**src/source/rom_game_settings.svh**
```systemverilog
`ifndef ROM_GAME_SETTINGS_SVH
`define ROM_GAME_SETTINGS_SVH

// Download map, byte addresses as seen by the loader
// Main CPU code starts at byte 0
`define SCR_START 'h08000
`define OBJ_START 'h10000
// End of the object graphics, PCM data follows
`define PCM_START 'h20000

// Slot address widths
// Main addresses bytes
`define MAIN_AW 15
// Scroll and objects address 32-bit lines
`define SCR_AW 13
`define OBJ_AW 14

`endif

```
**src/source/rom_map_pkg.sv**
```systemverilog
package rom_map_pkg;

    // SDRAM word address, one word is 16 bits
    typedef logic [21:0] sdram_addr_t;

    // Region of a loader byte address
    // MAIN passes straight through
    // SCR and OBJ get their graphics bit scramble
    // OTHER covers PCM and anything past it
    typedef enum logic [1:0] {
        MAIN  = 2'd0,
        SCR   = 2'd1,
        OBJ   = 2'd2,
        OTHER = 2'd3
    } region_e;

endpackage

```
**src/source/slot_pkg.sv**
```systemverilog
package slot_pkg;

    // One SDRAM word
    typedef logic [15:0] word_t;

    // Cache line, first word read sits in the low half
    typedef logic [31:0] line_t;

    // Slot payloads
    typedef logic [7:0]  main_data_t;
    typedef logic [31:0] gfx_data_t;

    // Slots in arbitration priority order, also the fill_req bit index
    typedef enum logic [1:0] {
        MAIN = 2'd0,
        OBJ  = 2'd1,
        SCR  = 2'd2
    } slot_e;

endpackage

```
**src/source/dwnld_remap.sv**
```systemverilog
`timescale 1ns/1ns
`include "rom_game_settings.svh"

module dwnld_remap (
    input  logic                     clk,
    input  logic                     rst_n,
    input  logic [24:0]              ioctl_addr,
    input  logic [7:0]               ioctl_dout,
    input  logic                     ioctl_wr,
    input  logic                     sdram_ack,
    output rom_map_pkg::sdram_addr_t prog_addr,
    output logic [7:0]               prog_data,
    output logic [1:0]               prog_mask,
    output logic                     prog_we
);

    localparam logic [24:0] SCR_START = 25'(`SCR_START);
    localparam logic [24:0] OBJ_START = 25'(`OBJ_START);
    localparam logic [24:0] PCM_START = 25'(`PCM_START);

    rom_map_pkg::region_e     region;
    rom_map_pkg::sdram_addr_t base_addr;
    rom_map_pkg::sdram_addr_t remap_addr;

    assign base_addr = ioctl_addr[22:1];

    always_comb begin
        if (ioctl_addr < SCR_START) begin
            region = rom_map_pkg::MAIN;
        end else if (ioctl_addr < OBJ_START) begin
            region = rom_map_pkg::SCR;
        end else if (ioctl_addr < PCM_START) begin
            region = rom_map_pkg::OBJ;
        end else begin
            region = rom_map_pkg::OTHER;
        end
    end

    // Graphics ROMs are stored with their low address bits reordered
    always_comb begin
        remap_addr = base_addr;
        case (region)
            rom_map_pkg::SCR: begin
                remap_addr[0]   = ~base_addr[3];
                remap_addr[3:1] = base_addr[2:0];
            end
            rom_map_pkg::OBJ: begin
                remap_addr[0]   = ~base_addr[3];
                remap_addr[1]   = ~base_addr[4];
                remap_addr[5:2] = {base_addr[5], base_addr[2:0]};
            end
            default: remap_addr = base_addr;
        endcase
    end

    always_ff @(posedge clk) begin
        if (!rst_n) begin
            prog_we <= 1'b0;
        end else if (prog_we) begin
            if (sdram_ack) begin
                prog_we <= 1'b0;
            end
        end else if (ioctl_wr) begin
            prog_we <= 1'b1;
        end
    end

    // Write payload, held while prog_we waits for the ack
    always_ff @(posedge clk) begin
        if (ioctl_wr && !prog_we) begin
            prog_addr <= remap_addr;
            prog_data <= ioctl_dout;
            // Bytes are swapped, so even bytes land in the upper half
            prog_mask <= ioctl_addr[0] ? 2'b10 : 2'b01;
        end
    end

endmodule

```
**src/source/slot_arbiter.sv**
```systemverilog
`timescale 1ns/1ns
`include "rom_game_settings.svh"

module slot_arbiter (
    input  logic                     clk,
    input  logic                     rst_n,
    input  logic                     downloading,
    input  logic [2:0]               fill_req,
    input  logic [`MAIN_AW-3:0]      main_line_addr,
    input  logic [`SCR_AW-1:0]       scr_line_addr,
    input  logic [`OBJ_AW-1:0]       obj_line_addr,
    output logic [2:0]               fill_valid,
    output slot_pkg::line_t          fill_line,
    output logic                     sdram_req,
    input  logic                     sdram_ack,
    output rom_map_pkg::sdram_addr_t sdram_addr,
    input  slot_pkg::word_t          data_read,
    input  logic                     data_rdy
);

    localparam rom_map_pkg::sdram_addr_t SCR_OFFSET = 22'(`SCR_START >> 1);
    localparam rom_map_pkg::sdram_addr_t OBJ_OFFSET = 22'(`OBJ_START >> 1);

    typedef enum logic [1:0] {
        IDLE    = 2'd0,
        REQUEST = 2'd1,
        COLLECT = 2'd2
    } state_e;

    state_e                   state;
    slot_pkg::slot_e          grant;
    logic                     word_cnt;
    slot_pkg::word_t          low_word;
    logic [2:0]               pending;
    slot_pkg::slot_e          next_slot;
    rom_map_pkg::sdram_addr_t next_addr;

    // A slot that just got its line still shows fill_req for this cycle
    assign pending = fill_req & ~fill_valid;

    always_comb begin
        if (pending[slot_pkg::MAIN]) begin
            next_slot = slot_pkg::MAIN;
            next_addr = rom_map_pkg::sdram_addr_t'({main_line_addr, 1'b0});
        end else if (pending[slot_pkg::OBJ]) begin
            next_slot = slot_pkg::OBJ;
            next_addr = OBJ_OFFSET + rom_map_pkg::sdram_addr_t'({obj_line_addr, 1'b0});
        end else begin
            next_slot = slot_pkg::SCR;
            next_addr = SCR_OFFSET + rom_map_pkg::sdram_addr_t'({scr_line_addr, 1'b0});
        end
    end

    always_ff @(posedge clk) begin
        if (!rst_n) begin
            state      <= IDLE;
            sdram_req  <= 1'b0;
            fill_valid <= 3'b000;
            word_cnt   <= 1'b0;
        end else begin
            fill_valid <= 3'b000;
            case (state)
                IDLE: begin
                    if (!downloading && |pending) begin
                        state     <= REQUEST;
                        sdram_req <= 1'b1;
                    end
                end
                REQUEST: begin
                    if (sdram_ack) begin
                        state     <= COLLECT;
                        sdram_req <= 1'b0;
                        word_cnt  <= 1'b0;
                    end
                end
                COLLECT: begin
                    if (data_rdy) begin
                        word_cnt <= ~word_cnt;
                        if (word_cnt) begin
                            fill_valid[grant] <= 1'b1;
                            state             <= IDLE;
                        end
                    end
                end
                default: state <= IDLE;
            endcase
        end
    end

    // Grant, address and line data
    always_ff @(posedge clk) begin
        if (state == IDLE) begin
            grant      <= next_slot;
            sdram_addr <= next_addr;
        end
        if (state == COLLECT && data_rdy) begin
            if (word_cnt) begin
                fill_line <= {data_read, low_word};
            end else begin
                low_word <= data_read;
            end
        end
    end

endmodule

```
**src/source/slot_cache.sv**
```systemverilog
`timescale 1ns/1ns

module slot_cache #(
    parameter type payload_t = slot_pkg::gfx_data_t,
    parameter int  AW        = 13,
    localparam int PAYLOAD_W = $bits(payload_t),
    localparam int LW        = (PAYLOAD_W == 8) ? AW - 2 : AW
) (
    input  logic            clk,
    input  logic            rst_n,
    input  logic            downloading,
    input  logic            cs,
    input  logic [AW-1:0]   addr,
    output logic            ok,
    output payload_t        dout,
    output logic            fill_req,
    output logic [LW-1:0]   line_addr,
    input  logic            fill_valid,
    input  slot_pkg::line_t fill_line
);

    logic            valid;
    logic [LW-1:0]   tag;
    slot_pkg::line_t line_data;
    logic [LW-1:0]   cur_line;
    logic            hit;

    if (PAYLOAD_W == 8) begin : g_byte
        logic [7:0] byte_sel;

        assign cur_line = addr[AW-1:2];

        // Words are byte swapped inside the line
        always_comb begin
            case (addr[1:0])
                2'd0: byte_sel = line_data[15:8];
                2'd1: byte_sel = line_data[7:0];
                2'd2: byte_sel = line_data[31:24];
                default: byte_sel = line_data[23:16];
            endcase
        end
        assign dout = payload_t'(byte_sel);
    end else begin : g_line
        assign cur_line = addr;
        assign dout     = payload_t'(line_data);
    end

    assign hit = valid && (tag == cur_line);
    assign ok  = cs && hit;

    always_ff @(posedge clk) begin
        if (!rst_n) begin
            valid    <= 1'b0;
            fill_req <= 1'b0;
        end else begin
            if (fill_valid) begin
                fill_req <= 1'b0;
            end else if (cs && !hit && !fill_req && !downloading) begin
                fill_req <= 1'b1;
            end
            // ROM contents may change while downloading
            if (downloading) begin
                valid <= 1'b0;
            end else if (fill_valid) begin
                valid <= 1'b1;
            end
        end
    end

    always_ff @(posedge clk) begin
        if (cs && !hit && !fill_req) begin
            line_addr <= cur_line;
        end
        if (fill_valid) begin
            tag       <= line_addr;
            line_data <= fill_line;
        end
    end

endmodule

```
**src/source/rom_game_top.sv**
```systemverilog
`timescale 1ns/1ns
`include "rom_game_settings.svh"

module rom_game_top (
    input  logic                     clk,
    input  logic                     rst_n,
    input  logic                     downloading,
    // Loader
    input  logic [24:0]              ioctl_addr,
    input  logic [7:0]               ioctl_dout,
    input  logic                     ioctl_wr,
    output rom_map_pkg::sdram_addr_t prog_addr,
    output logic [7:0]               prog_data,
    output logic [1:0]               prog_mask,
    output logic                     prog_we,
    // SDRAM
    output logic                     sdram_req,
    input  logic                     sdram_ack,
    output rom_map_pkg::sdram_addr_t sdram_addr,
    input  slot_pkg::word_t          data_read,
    input  logic                     data_rdy,
    // Main CPU ROM
    input  logic                     main_cs,
    input  logic [`MAIN_AW-1:0]      main_addr,
    output logic                     main_ok,
    output slot_pkg::main_data_t     main_data,
    // Scroll ROM
    input  logic                     scr_cs,
    input  logic [`SCR_AW-1:0]       scr_addr,
    output logic                     scr_ok,
    output slot_pkg::gfx_data_t      scr_data,
    // Object ROM
    input  logic                     obj_cs,
    input  logic [`OBJ_AW-1:0]       obj_addr,
    output logic                     obj_ok,
    output slot_pkg::gfx_data_t      obj_data
);

    logic [2:0]             fill_req;
    logic [2:0]             fill_valid;
    slot_pkg::line_t        fill_line;
    logic [`MAIN_AW-3:0]    main_line_addr;
    logic [`SCR_AW-1:0]     scr_line_addr;
    logic [`OBJ_AW-1:0]     obj_line_addr;

    dwnld_remap u_remap (
        .clk        ( clk        ),
        .rst_n      ( rst_n      ),
        .ioctl_addr ( ioctl_addr ),
        .ioctl_dout ( ioctl_dout ),
        .ioctl_wr   ( ioctl_wr   ),
        .sdram_ack  ( sdram_ack  ),
        .prog_addr  ( prog_addr  ),
        .prog_data  ( prog_data  ),
        .prog_mask  ( prog_mask  ),
        .prog_we    ( prog_we    )
    );

    // Shares sdram_ack with the remapper, never active at the same time
    slot_arbiter u_arbiter (
        .clk            ( clk            ),
        .rst_n          ( rst_n          ),
        .downloading    ( downloading    ),
        .fill_req       ( fill_req       ),
        .main_line_addr ( main_line_addr ),
        .scr_line_addr  ( scr_line_addr  ),
        .obj_line_addr  ( obj_line_addr  ),
        .fill_valid     ( fill_valid     ),
        .fill_line      ( fill_line      ),
        .sdram_req      ( sdram_req      ),
        .sdram_ack      ( sdram_ack      ),
        .sdram_addr     ( sdram_addr     ),
        .data_read      ( data_read      ),
        .data_rdy       ( data_rdy       )
    );

    slot_cache #(
        .payload_t ( slot_pkg::main_data_t ),
        .AW        ( `MAIN_AW              )
    ) u_main_cache (
        .clk         ( clk                          ),
        .rst_n       ( rst_n                        ),
        .downloading ( downloading                  ),
        .cs          ( main_cs                      ),
        .addr        ( main_addr                    ),
        .ok          ( main_ok                      ),
        .dout        ( main_data                    ),
        .fill_req    ( fill_req[slot_pkg::MAIN]     ),
        .line_addr   ( main_line_addr               ),
        .fill_valid  ( fill_valid[slot_pkg::MAIN]   ),
        .fill_line   ( fill_line                    )
    );

    slot_cache #(
        .payload_t ( slot_pkg::gfx_data_t ),
        .AW        ( `SCR_AW              )
    ) u_scr_cache (
        .clk         ( clk                        ),
        .rst_n       ( rst_n                      ),
        .downloading ( downloading                ),
        .cs          ( scr_cs                     ),
        .addr        ( scr_addr                   ),
        .ok          ( scr_ok                     ),
        .dout        ( scr_data                   ),
        .fill_req    ( fill_req[slot_pkg::SCR]    ),
        .line_addr   ( scr_line_addr              ),
        .fill_valid  ( fill_valid[slot_pkg::SCR]  ),
        .fill_line   ( fill_line                  )
    );

    slot_cache #(
        .payload_t ( slot_pkg::gfx_data_t ),
        .AW        ( `OBJ_AW              )
    ) u_obj_cache (
        .clk         ( clk                        ),
        .rst_n       ( rst_n                      ),
        .downloading ( downloading                ),
        .cs          ( obj_cs                     ),
        .addr        ( obj_addr                   ),
        .ok          ( obj_ok                     ),
        .dout        ( obj_data                   ),
        .fill_req    ( fill_req[slot_pkg::OBJ]    ),
        .line_addr   ( obj_line_addr              ),
        .fill_valid  ( fill_valid[slot_pkg::OBJ]  ),
        .fill_line   ( fill_line                  )
    );

endmodule

```
**config.mk**
```make
export PLATFORM = sky130hd
export DESIGN_NAME = rom_game_top
export DESIGN_NICKNAME = d
export VERILOG_FILES = /design/src/source/rom_map_pkg.sv /design/src/source/slot_pkg.sv /design/src/source/dwnld_remap.sv /design/src/source/slot_arbiter.sv /design/src/source/slot_cache.sv /design/src/source/rom_game_top.sv
export VERILOG_INCLUDE_DIRS = /design/src /design/src/source
export SDC_FILE = /design/constraint.sdc
export NUM_CORES = 1
export LEC_CHECK = 0
export ABC_AREA = 0
export ABC_CLOCK_PERIOD_IN_PS = 3100
export BUFFER_PORTS_ARGS = -buffer_cell sky130_fd_sc_hd__buf_2
export CORE_AREA = 2 2 172 174
export CTS_CLUSTER_DIAMETER = 150
export CTS_CLUSTER_SIZE = 30
export DETAILED_ROUTE_END_ITERATION = 7
export DIE_AREA = 0 0 174 176
export GPL_ROUTABILITY_DRIVEN = 0
export HOLD_SLACK_MARGIN = 0.08
export SLEW_MARGIN = 20
export SYNTH_ARGS = -nofsm -noshare
export SYNTH_HDL_FRONTEND = slang
export SYNTH_SLANG_ARGS = --single-unit
```
**constraint.sdc**
```tcl
create_clock -name clk -period 3.1 [get_ports clk]
set_clock_uncertainty 0.15 [all_clocks]
set_input_delay 0.62 -clock clk [delete_from_list [all_inputs] [get_ports clk]]
set_output_delay 0.62 -clock clk [all_outputs]
set_load 0.05 [all_outputs]
```
### Word-level counts from Yosys, hierarchy flattened

Cells that the tools add are included.

* add/subtract/negate cells: 2
* magnitude comparators: 5
* equal/unequal tests: 13
* muxes and demuxes: 25
* bitwise gates (word level): 6
* reduce and logical (&&, ||, !) cells: 42

Operators with widths (number)
* == test 13 bit: 2
* less-than comparator 25 x 16 -> 1 bit (second input constant): 1
* less-than comparator 25 x 17 -> 1 bit (second input constant): 1
* less-than comparator 25 x 18 -> 1 bit (second input constant): 1
* one-hot mux 8 bit (3 select lines): 1
* logical AND 1 bit: 19
* adder 16 x 15 -> 17 bit (first input constant): 1
* two-way mux 17 bit: 1
* adder 15 x 14 -> 16 bit (first input constant): 1
* two-way mux 2 bit: 8
* == test 14 bit: 1
* two-way mux 14 bit: 1
* two-way mux 1 bit: 9
* logical NOT 1 bit: 8
* one-hot mux 4 bit (2 select lines): 1
* AND reduction 4 bit: 2
* OR reduction 2 bit: 4
* == test 2 x 1 -> 1 bit (second input constant): 3
* == test 2 bit (second input constant): 3
* one-hot mux 2 bit (3 select lines): 1
* AND reduction 3 bit: 2
* logical NOT 2 bit: 2
* != test 2 x 1 -> 1 bit (second input constant): 2
* != test 2 bit (second input constant): 2
* 10 further kinds: 16

* register bits after elaboration: 294
* bits of input ports: 100
* output and inout bits: 131

### Longest topological paths before layout

Gate-level depths: netlist of the first run.

* word-level depth: 6
* depth in mapped cells: 7
* depth with buffers taken out: 7

### Modules after synthesis

A second synthesis of the first run with hierarchy kept.

* cell total of the unflattened synthesis: 488
* area total of the unflattened synthesis: 9994.6 um^2

By module, submodules not included
* slot_arbiter: instances 1, cells an instance 153, area an instance 2605.0 um^2, sequential area each 2062.0 um^2
* slot_cache (u_main_cache): instances 1, cells an instance 97, area an instance 2174.6 um^2, sequential area each 1781.7 um^2
* slot_cache (u_obj_cache): instances 1, cells an instance 90, area an instance 2055.7 um^2, sequential area each 1841.8 um^2
* slot_cache (u_scr_cache): instances 1, cells an instance 87, area an instance 1985.7 um^2, sequential area each 1781.7 um^2
* dwnld_remap: instances 1, cells an instance 61, area an instance 1173.6 um^2, sequential area each 980.9 um^2

### Least setup slack after synthesis of the first run

No wires, ideal clock.

* path kind: input-to-reg
* start: input port ioctl_wr
* end: register u_remap.prog_addr[0] (enable)
* library setup time: 426 ps
* arrival time: 2099 ps
* data required time: 2524 ps
* setup slack: 425 ps
* stages on the path: 1
* path through: nor2b_1

* longest elaborated chain between the ends: 1

RTL lines
* start: declaration: line rom_game_top.sv:11 `input logic ioctl_wr,`
* logical AND 1 bit: line dwnld_remap.sv:70 `if (ioctl_wr && !prog_we) begin`
* end signal: assignment: line dwnld_remap.sv:71 `prog_addr <= remap_addr;`
* end: declaration: line dwnld_remap.sv:11 `output rom_map_pkg::sdram_addr_t prog_addr,`

Every way passes these cells.
A chain may end at the register's enable or synchronous reset.

### Final worst setup path of the first run

* start: register u_main_cache.tag[11]
* end: output port main_ok

* longest elaborated chain between the ends: 3

RTL lines
* start: declaration: line slot_cache.sv:23 `logic [LW-1:0] tag;`
* start signal: assignment: line slot_cache.sv:75 `tag <= line_addr;`
* == test 13 bit: line slot_cache.sv:48 `assign hit = valid && (tag == cur_line);`
* logical AND 1 bit: line slot_cache.sv:48
* logical AND 1 bit: line slot_cache.sv:49 `assign ok = cs && hit;`
* end: declaration: line rom_game_top.sv:25 `output logic main_ok,`

Every way passes these cells.

==> results of run 1 <==
[layout make-up]
type	instances	area [sq um]	share of cell area (%)
Clock inverter	2	25.0	0.210
Multi-Input combinational cell	181	1400	11.7
Tap cell	384	480	4.03
Sequential cell	286	8450	70.8
Antenna cell	1	2.50	0.0210
Timing Repair Buffer	234	1200	10.0
Clock buffer	20	352	2.95
Inverter	7	26.3	0.220
[sequential cells by signal (all words and copies together) (netlist names), 3 cells and up]
name                    flops
u_main_cache.tag           13
u_scr_cache.tag            13
u_main_cache.line_data     32
u_remap.prog_addr          22
u_arbiter.low_word         16
u_arbiter.fill_line        32
u_obj_cache.tag            14
u_main_cache.line_addr     13
u_remap.prog_data           8
u_obj_cache.line_addr      14
u_scr_cache.dout           32
u_scr_cache.line_addr      13
u_obj_cache.dout           32
u_arbiter.fill_valid        3
u_arbiter.sdram_addr       14
[final timing paths]
check	start	end	depth (start not counted)
worst max-delay path	u_main_cache.tag[11]	main_ok	5
worst min-delay path	ioctl_addr[7]	u_remap.prog_addr[6]	1
worst max register to register	u_main_cache.tag[0]	u_main_cache.line_addr[10]	5
worst min register to register	u_arbiter.low_word[6]	u_arbiter.fill_line[6]	0
[power breakdown]
part | switching, mW | internal, mW | leakage, nW
combinational | 0.445 | 0.161 | 1.45
sequential | 0.0503 | 4.33 | 2.63
clock | 1.16 | 0.819 | 0.180
total | 1.65 | 5.31 | 4.25
[cells by family after synthesis]
| family | share of synthesized area (%) |
|---|---|
| compound gates | 2.13 |
| xor+xnor | 3.53 |
| fa+ha+maj | 0.252 |
| buf+inv | 1.29 |
| flops | 85.1 |
| mux | 3.13 |
| other cells | 0.0378 |
| simple gates | 4.50 |
[layout by cell type (no fill, tap or decap), types with 4 or more instances in the layout]
cell	Yosys	layout
o21ai_0	19	19
nor4_1	5	5
conb_1	1	7
mux2i_1	13	13
nor2_1	13	13
nor3b_2	2	4
nand4_1	9	9
edfxtp_1	272	272
and2_1	4	4
nand2_1	23	23
buf_2	3	223
buf_4	9	11
nand3b_1	5	5
clkbuf_1	1	7
xnor2_1	40	40
dfxtp_1	14	11
mux4_2	8	8
clkbuf_16	0	13
inv_1	7	7
[metal layers]
metal	part of all wire, %	vias up	GRT usage [%]
met5	0.15	-	0
met4	2.0	4	3.54
met3	6.8	22	3.12
met2	46	155	20.5
met1	45	2469	17.9
li1	-	2319	-
==> key figures, run 1 <==
Synth
  – Synth cell count leaders: 272 x edfxtp_1, 40 x xnor2_1, 23 x nand2_1
  – Top_reg_cell synth: edfxtp_1
  – Yosys top cell by area: edfxtp_1
  – Mapped cell area: ~0.0099 sq mm
  – Seq/Total Area, Yosys: between 80% and 90%
  – Top cell type's share of synthesized area: ~82%
  – Synth Register Bits: ~290
  – Synth area leaders: edfxtp_1 82%, xnor2_1 3.5%, dfxtp_1 2.8%, mux4_2 1.8%, mux2i_1 1.3%
  – Mapped Cells: 483
  – Synthesis Warnings: 0
  – Library cells used by synthesis: 39
  – Most common cell in the synthesized netlist: edfxtp_1
  – Synth async-reset ratio: 0%
  – Number of synthesized flops with an enable pin: 272
  – Mapped Avg Cell Area: approximately 20 sq um

Detailed routing
  – ANT nets after route: 0
  – Initial DRT Pass Iterations: 4
  – Total routed wirelength: 20,300 microns
  – DRC: 0
  – WL/cell: roughly 18 microns
  – Initial drt markers: around 340
  – Via count: ~5,000
  – Vias per cell: around 4.5

Worst setup path
  – Worst Path Arrival: 2170 ps
  – CP max FO: 2
  – CP max stage delay: roughly 500 ps
  – R2r setup slk: between 800 and 900 ps
  – Worst EP required: ~2300 ps
  – Cell family with most CP delay: simple AND/OR/NAND/NOR gates
  – Setup CP Type: flop to output port
  – Worst path buffer plus inverter count: 1
  – CP Launch Type: flop
  – Setup crit end kind: output port
  – Cells along the critical path: xnor2_1 -> nand4_1 -> nor4_1 -> and2_1 -> buf_2
  – Slowest cell on crit path: nor4_1

Hold path
  – HP Class: primary input to flop

Timing
  – Worst setup margin: between 150 and 200 ps
  – Final Setup Violations: 0
  – Setup TNS Final: 0 ps
  – Tcrit/Tclk final: between 90% and 100%
  – Final hold violations: 0
  – Max-slew violations: 0
  – Worst rel slew slack: around 28%
  – Worst-Margin Slew: around 1100 ps
  – RSZ-0062 raised after global routing: no
  – Fmax: 340 MHz
  – Final critical-path required period: a little under 3000 ps
  – WHS: between 100 and 150 ps

Final layout
  – Fraction of layout cells with a size suffix above 1: a little under two fifths
  – Final instance area: 0.0119 sq mm
  – Nets: 825
  – FILL cells: between 2,000 and 3,000
  – Core Util, Final: a little over two fifths
  – Finished Layout Cells: 1,115
  – Area growth, synth to finish: 20.3%

Placement
  – DP Cell Count: 1,092
  – Setup WS pre-CTS: about 270 ps
  – Detail Placement HPWL: approximately 14,000 microns
  – Port bufs: 223
  – Area after DPL: 0.0115 sq mm

Floorplan
  – Starting Density: a little over a third
  – Top Ports: between 200 and 250
  – Die Y: approximately 180 microns
  – DIE WIDTH: between 150 and 200 microns
  – Core Area: 0.0285 sq mm
  – Die area: between 0.03 and 0.04 sq mm
  – Rows: 62

Global route
  – Gr ovfl total: 0
  – Largest net degree at the start of global routing: 49
  – First-pass GRT wire length: between 20,000 and 30,000 microns
  – Total global-route track usage: between 10% and 20%
  – Vias in the first global route: around 5,000
  – Initial antenna violation count: 3

Pwr
  – Tot Pwr: 6.97 mW
  – P_leak: ~4.3 nW
  – Power Dens Cells: just under 600 mW/mm^2
  – VDD IR max: roughly 0.00043 V

Clock network
  – CTS Hold Bufs: 0
  – Worst-path clk slew: 120 ps
  – H-tree depth: 1
  – Clk root buf: clkbuf_16
  – Setup Buffers After CTS: 0
  – Clock Sinks: around 290
  – Worst-Skew Late Latency: roughly 500 ps
  – Post-CTS Resized: 0
  – CTS tree: built
  – Total CTS buffers: 13
  – Clk buf depth: 3

Job
  – # Max-Cap Violations: 0

Outcome
  – Status: finished, final reports clean
Power figures use the tool's default switching activity.
==> run 2, diff against run 1 <==
==> constraint.sdc (replaced) <==
create_clock -name clk -period 3.1 [get_ports clk]
set_clock_uncertainty 0.15 [all_clocks]
set_input_delay 0 -clock clk [delete_from_list [all_inputs] [get_ports clk]]
set_output_delay 0 -clock clk [all_outputs]
set_load 0.05 [all_outputs]
==> key figures, run 2 (same netlist as run 1, synthesis figures left out) <==
Clock network
  – Clk buf depth: 3 (unchanged)
  – Clk root buf: clkbuf_16
  – CTS tree: built
  – Post-CTS Resized: 0 (unchanged)
  – CTS Hold Bufs: 132 (+132)
  – Clock Sinks: 286 (unchanged)
  – H-tree depth: 1 (unchanged)
  – Setup Buffers After CTS: 0 (unchanged)
  – Worst-path clk slew: 120 ps (about the same)
  – Worst-Skew Late Latency: 490 ps (about the same)
  – Total CTS buffers: 13 (unchanged)

Worst setup path
  – Cells along the critical path: dlygate4sd3_1 -> buf_2 -> nor4_1 -> nand2_1 -> a21o_1 -> inv_1 -> ha_1 -> nand2_1 -> dlygate4sd3_1 -> o21ai_0 -> dlygate4sd3_1
  – CP Launch Type: primary input
  – CP max stage delay: 560 ps (+60 ps)
  – R2r setup slk: 540 ps (-280 ps)
  – Setup CP Type: primary input to flop
  – Cell family with most CP delay: buffers and inverters
  – Worst Path Arrival: 2940 ps (+770 ps)
  – Worst EP required: 3320 ps (+990 ps)
  – Worst r2r path cells: 5 (unchanged)
  – Critical path's most frequent cell: dlygate4sd3_1
  – Worst r2r src: u_arbiter.fill_valid[1]
  – Stages on the worst setup path: 11 (+6)
  – CP max FO: 6 (+4)
  – Worst path buffer plus inverter count: 5 (+4)
  – Slowest cell on crit path: dlygate4sd3_1
  – Crit path launch: ioctl_addr[20]
  – CP endpoint: u_remap.prog_addr[4]
  – R2r endpoint: u_obj_cache.fill_req
  – Setup crit end kind: flop

Detailed routing
  – Via count: 5,486 (+10%)
  – Initial drt markers: 417 (+23%)
  – Initial DRT Pass Iterations: 4 (unchanged)
  – ANT nets after route: 0 (unchanged)
  – DRC: 0 (unchanged)
  – Vias per cell: 4.41 (-1.1%)
  – WL/cell: 17.5 microns (-3.9%)
  – Total routed wirelength: 21,800 microns (+7.3%)

Floorplan
  – Core Area: 0.0285 sq mm (unchanged)
  – Die Y: 176 microns (unchanged)
  – Top Ports: 231 (unchanged)
  – DIE WIDTH: 174 microns (unchanged)
  – Rows: 62 (unchanged)
  – Starting Density: 34.8% (unchanged)
  – Die area: 0.0306 sq mm (unchanged)

Outcome
  – Status: finished, final reports clean

Timing
  – Setup TNS Final: 0 ps (unchanged)
  – RSZ-0062 raised after global routing: no
  – Worst rel slew slack: 45.4% (+17 points)
  – Tcrit/Tclk final: 87.8% (-7.0 points)
  – Worst-Margin Slew: 819 ps (-257 ps)
  – Worst setup margin: 380 ps (+218 ps)
  – Final Setup Violations: 0 (unchanged)
  – Final critical-path required period: 2720 ps (-218 ps)
  – Final hold violations: 0 (unchanged)
  – Max-slew violations: 0 (unchanged)
  – Fmax: 368 MHz (+8.0%)

Job
  – # Max-Cap Violations: 0 (unchanged)

Final layout
  – Seq. cell area: 0.00845 sq mm (unchanged)
  – Area growth, synth to finish: 33.4%
  – FILL cells: 2,485 (-5.1%)
  – Multi-input logic area: 0.00139 sq mm (-0.45%)
  – Fraction of layout cells with a size suffix above 1: 31.6% (-5.9 points)
  – Nets: 957 (+16%)
  – Number of inserted diodes: 0 (-1)
  – Commonest non-fill, non-tap cell in the layout: edfxtp_1
  – Most frequent cells in the layout: 272 x edfxtp_1, 223 x buf_2, 133 x dlygate4sd3_1

Global route
  – Largest net degree at the start of global routing: 49 (unchanged)
  – Initial antenna violation count: 2 (-1)
  – Gr ovfl total: 0 (unchanged)
  – Vias in the first global route: 5,715 (+15%)
  – Total global-route track usage: 14.0% (+1.1 points)
  – First-pass GRT wire length: 32,800 microns (+9.5%)

Pwr
  – VDD IR max: 0.000408 V (-4.2%)
  – P_leak: 4.80 nW (+13%)
  – Power Dens Cells: 533 mW/mm^2 (-8.7%)

Placement
  – Detail Placement HPWL: 14,600 microns (+2.4%)
  – Setup WS pre-CTS: 1080 ps (+808 ps)
  – Port bufs: 223 (unchanged)

Hold path
  – HP Class: primary input to flop
==> run 2: cell types whose count changed in the layout (fill, tap and decap cells not counted), sizes merged <==
cell         change
diode            -1
buf              -1
inv              -1
dlygate4sd3    +133
==> run 2: final cells by class <==
type                    instances  share of cell area, %
flip-flops and latches        286                   63.8
repair buffers                366                   19.0
multi-input cells             181                   10.5
well taps                     384                   3.63
clock buffers                  20                   2.66
inverters                       7                  0.198
clock inverters                 1                  0.123
==> run 2: how the worst min path moves through the flow <==
stage | from | to | slack [ps] | cells after the start
after global routing | scr_addr[0] | u_scr_cache.line_addr[0] | 90 | 2
after floorplan | data_read[0] | u_arbiter.fill_line[16] | -50 | 0
after detailed placement | ioctl_dout[1] | u_remap.prog_data[1] | 30 | 1
after CTS | scr_addr[0] | u_scr_cache.line_addr[0] | 80 | 2
after global placement | ioctl_dout[2] | u_remap.prog_data[2] | 30 | 1
final | scr_addr[12] | u_scr_cache.line_addr[12] | 110 | 2
==> run 2: per-stage QoR <==
stage               hold WS (ps)  cell area (sq um)  std cells  utilization, %  total power, mW
finish                       107              13200       1245            46.4             7.06
global route                91.4              13200       1245            46.4             7.31
floorplan                  -51.1               9950        489               -             4.88
CTS                         80.0              13200       1244            46.3             7.15
detailed placement          28.4              11500       1091            40.4             5.09
global placement            26.5              11500       1091            40.4             5.08
==> run 2: worst reg2reg max path, delay by kind of cell (launching register included) <==
kind / cells / cell delay (ps)
DFF: 1 / 360
buffers and inverters: 3 / 1700
AOI/OAI and AO/OA: 1 / 60
and+or+nand+nor: 1 / 200
==> run 2: report_power, final <==
group,internal [mW],switching (mW)
Clock,0.811,1.11
Combinational,0.272,0.472
Sequential,4.33,0.0539
Total,5.42,1.64
==> run 2: per-layer routing <==
| layer | vias up | track usage, % | part of all wire [%] |
|---|---|---|---|
| li1 | 2585 | - | - |
| met1 | 2695 | 18.5 | 43 |
| met2 | 178 | 24.1 | 49 |
| met3 | 24 | 2.67 | 5.9 |
| met4 | 4 | 3.22 | 2.0 |
| met5 | - | 0 | 0.12 |
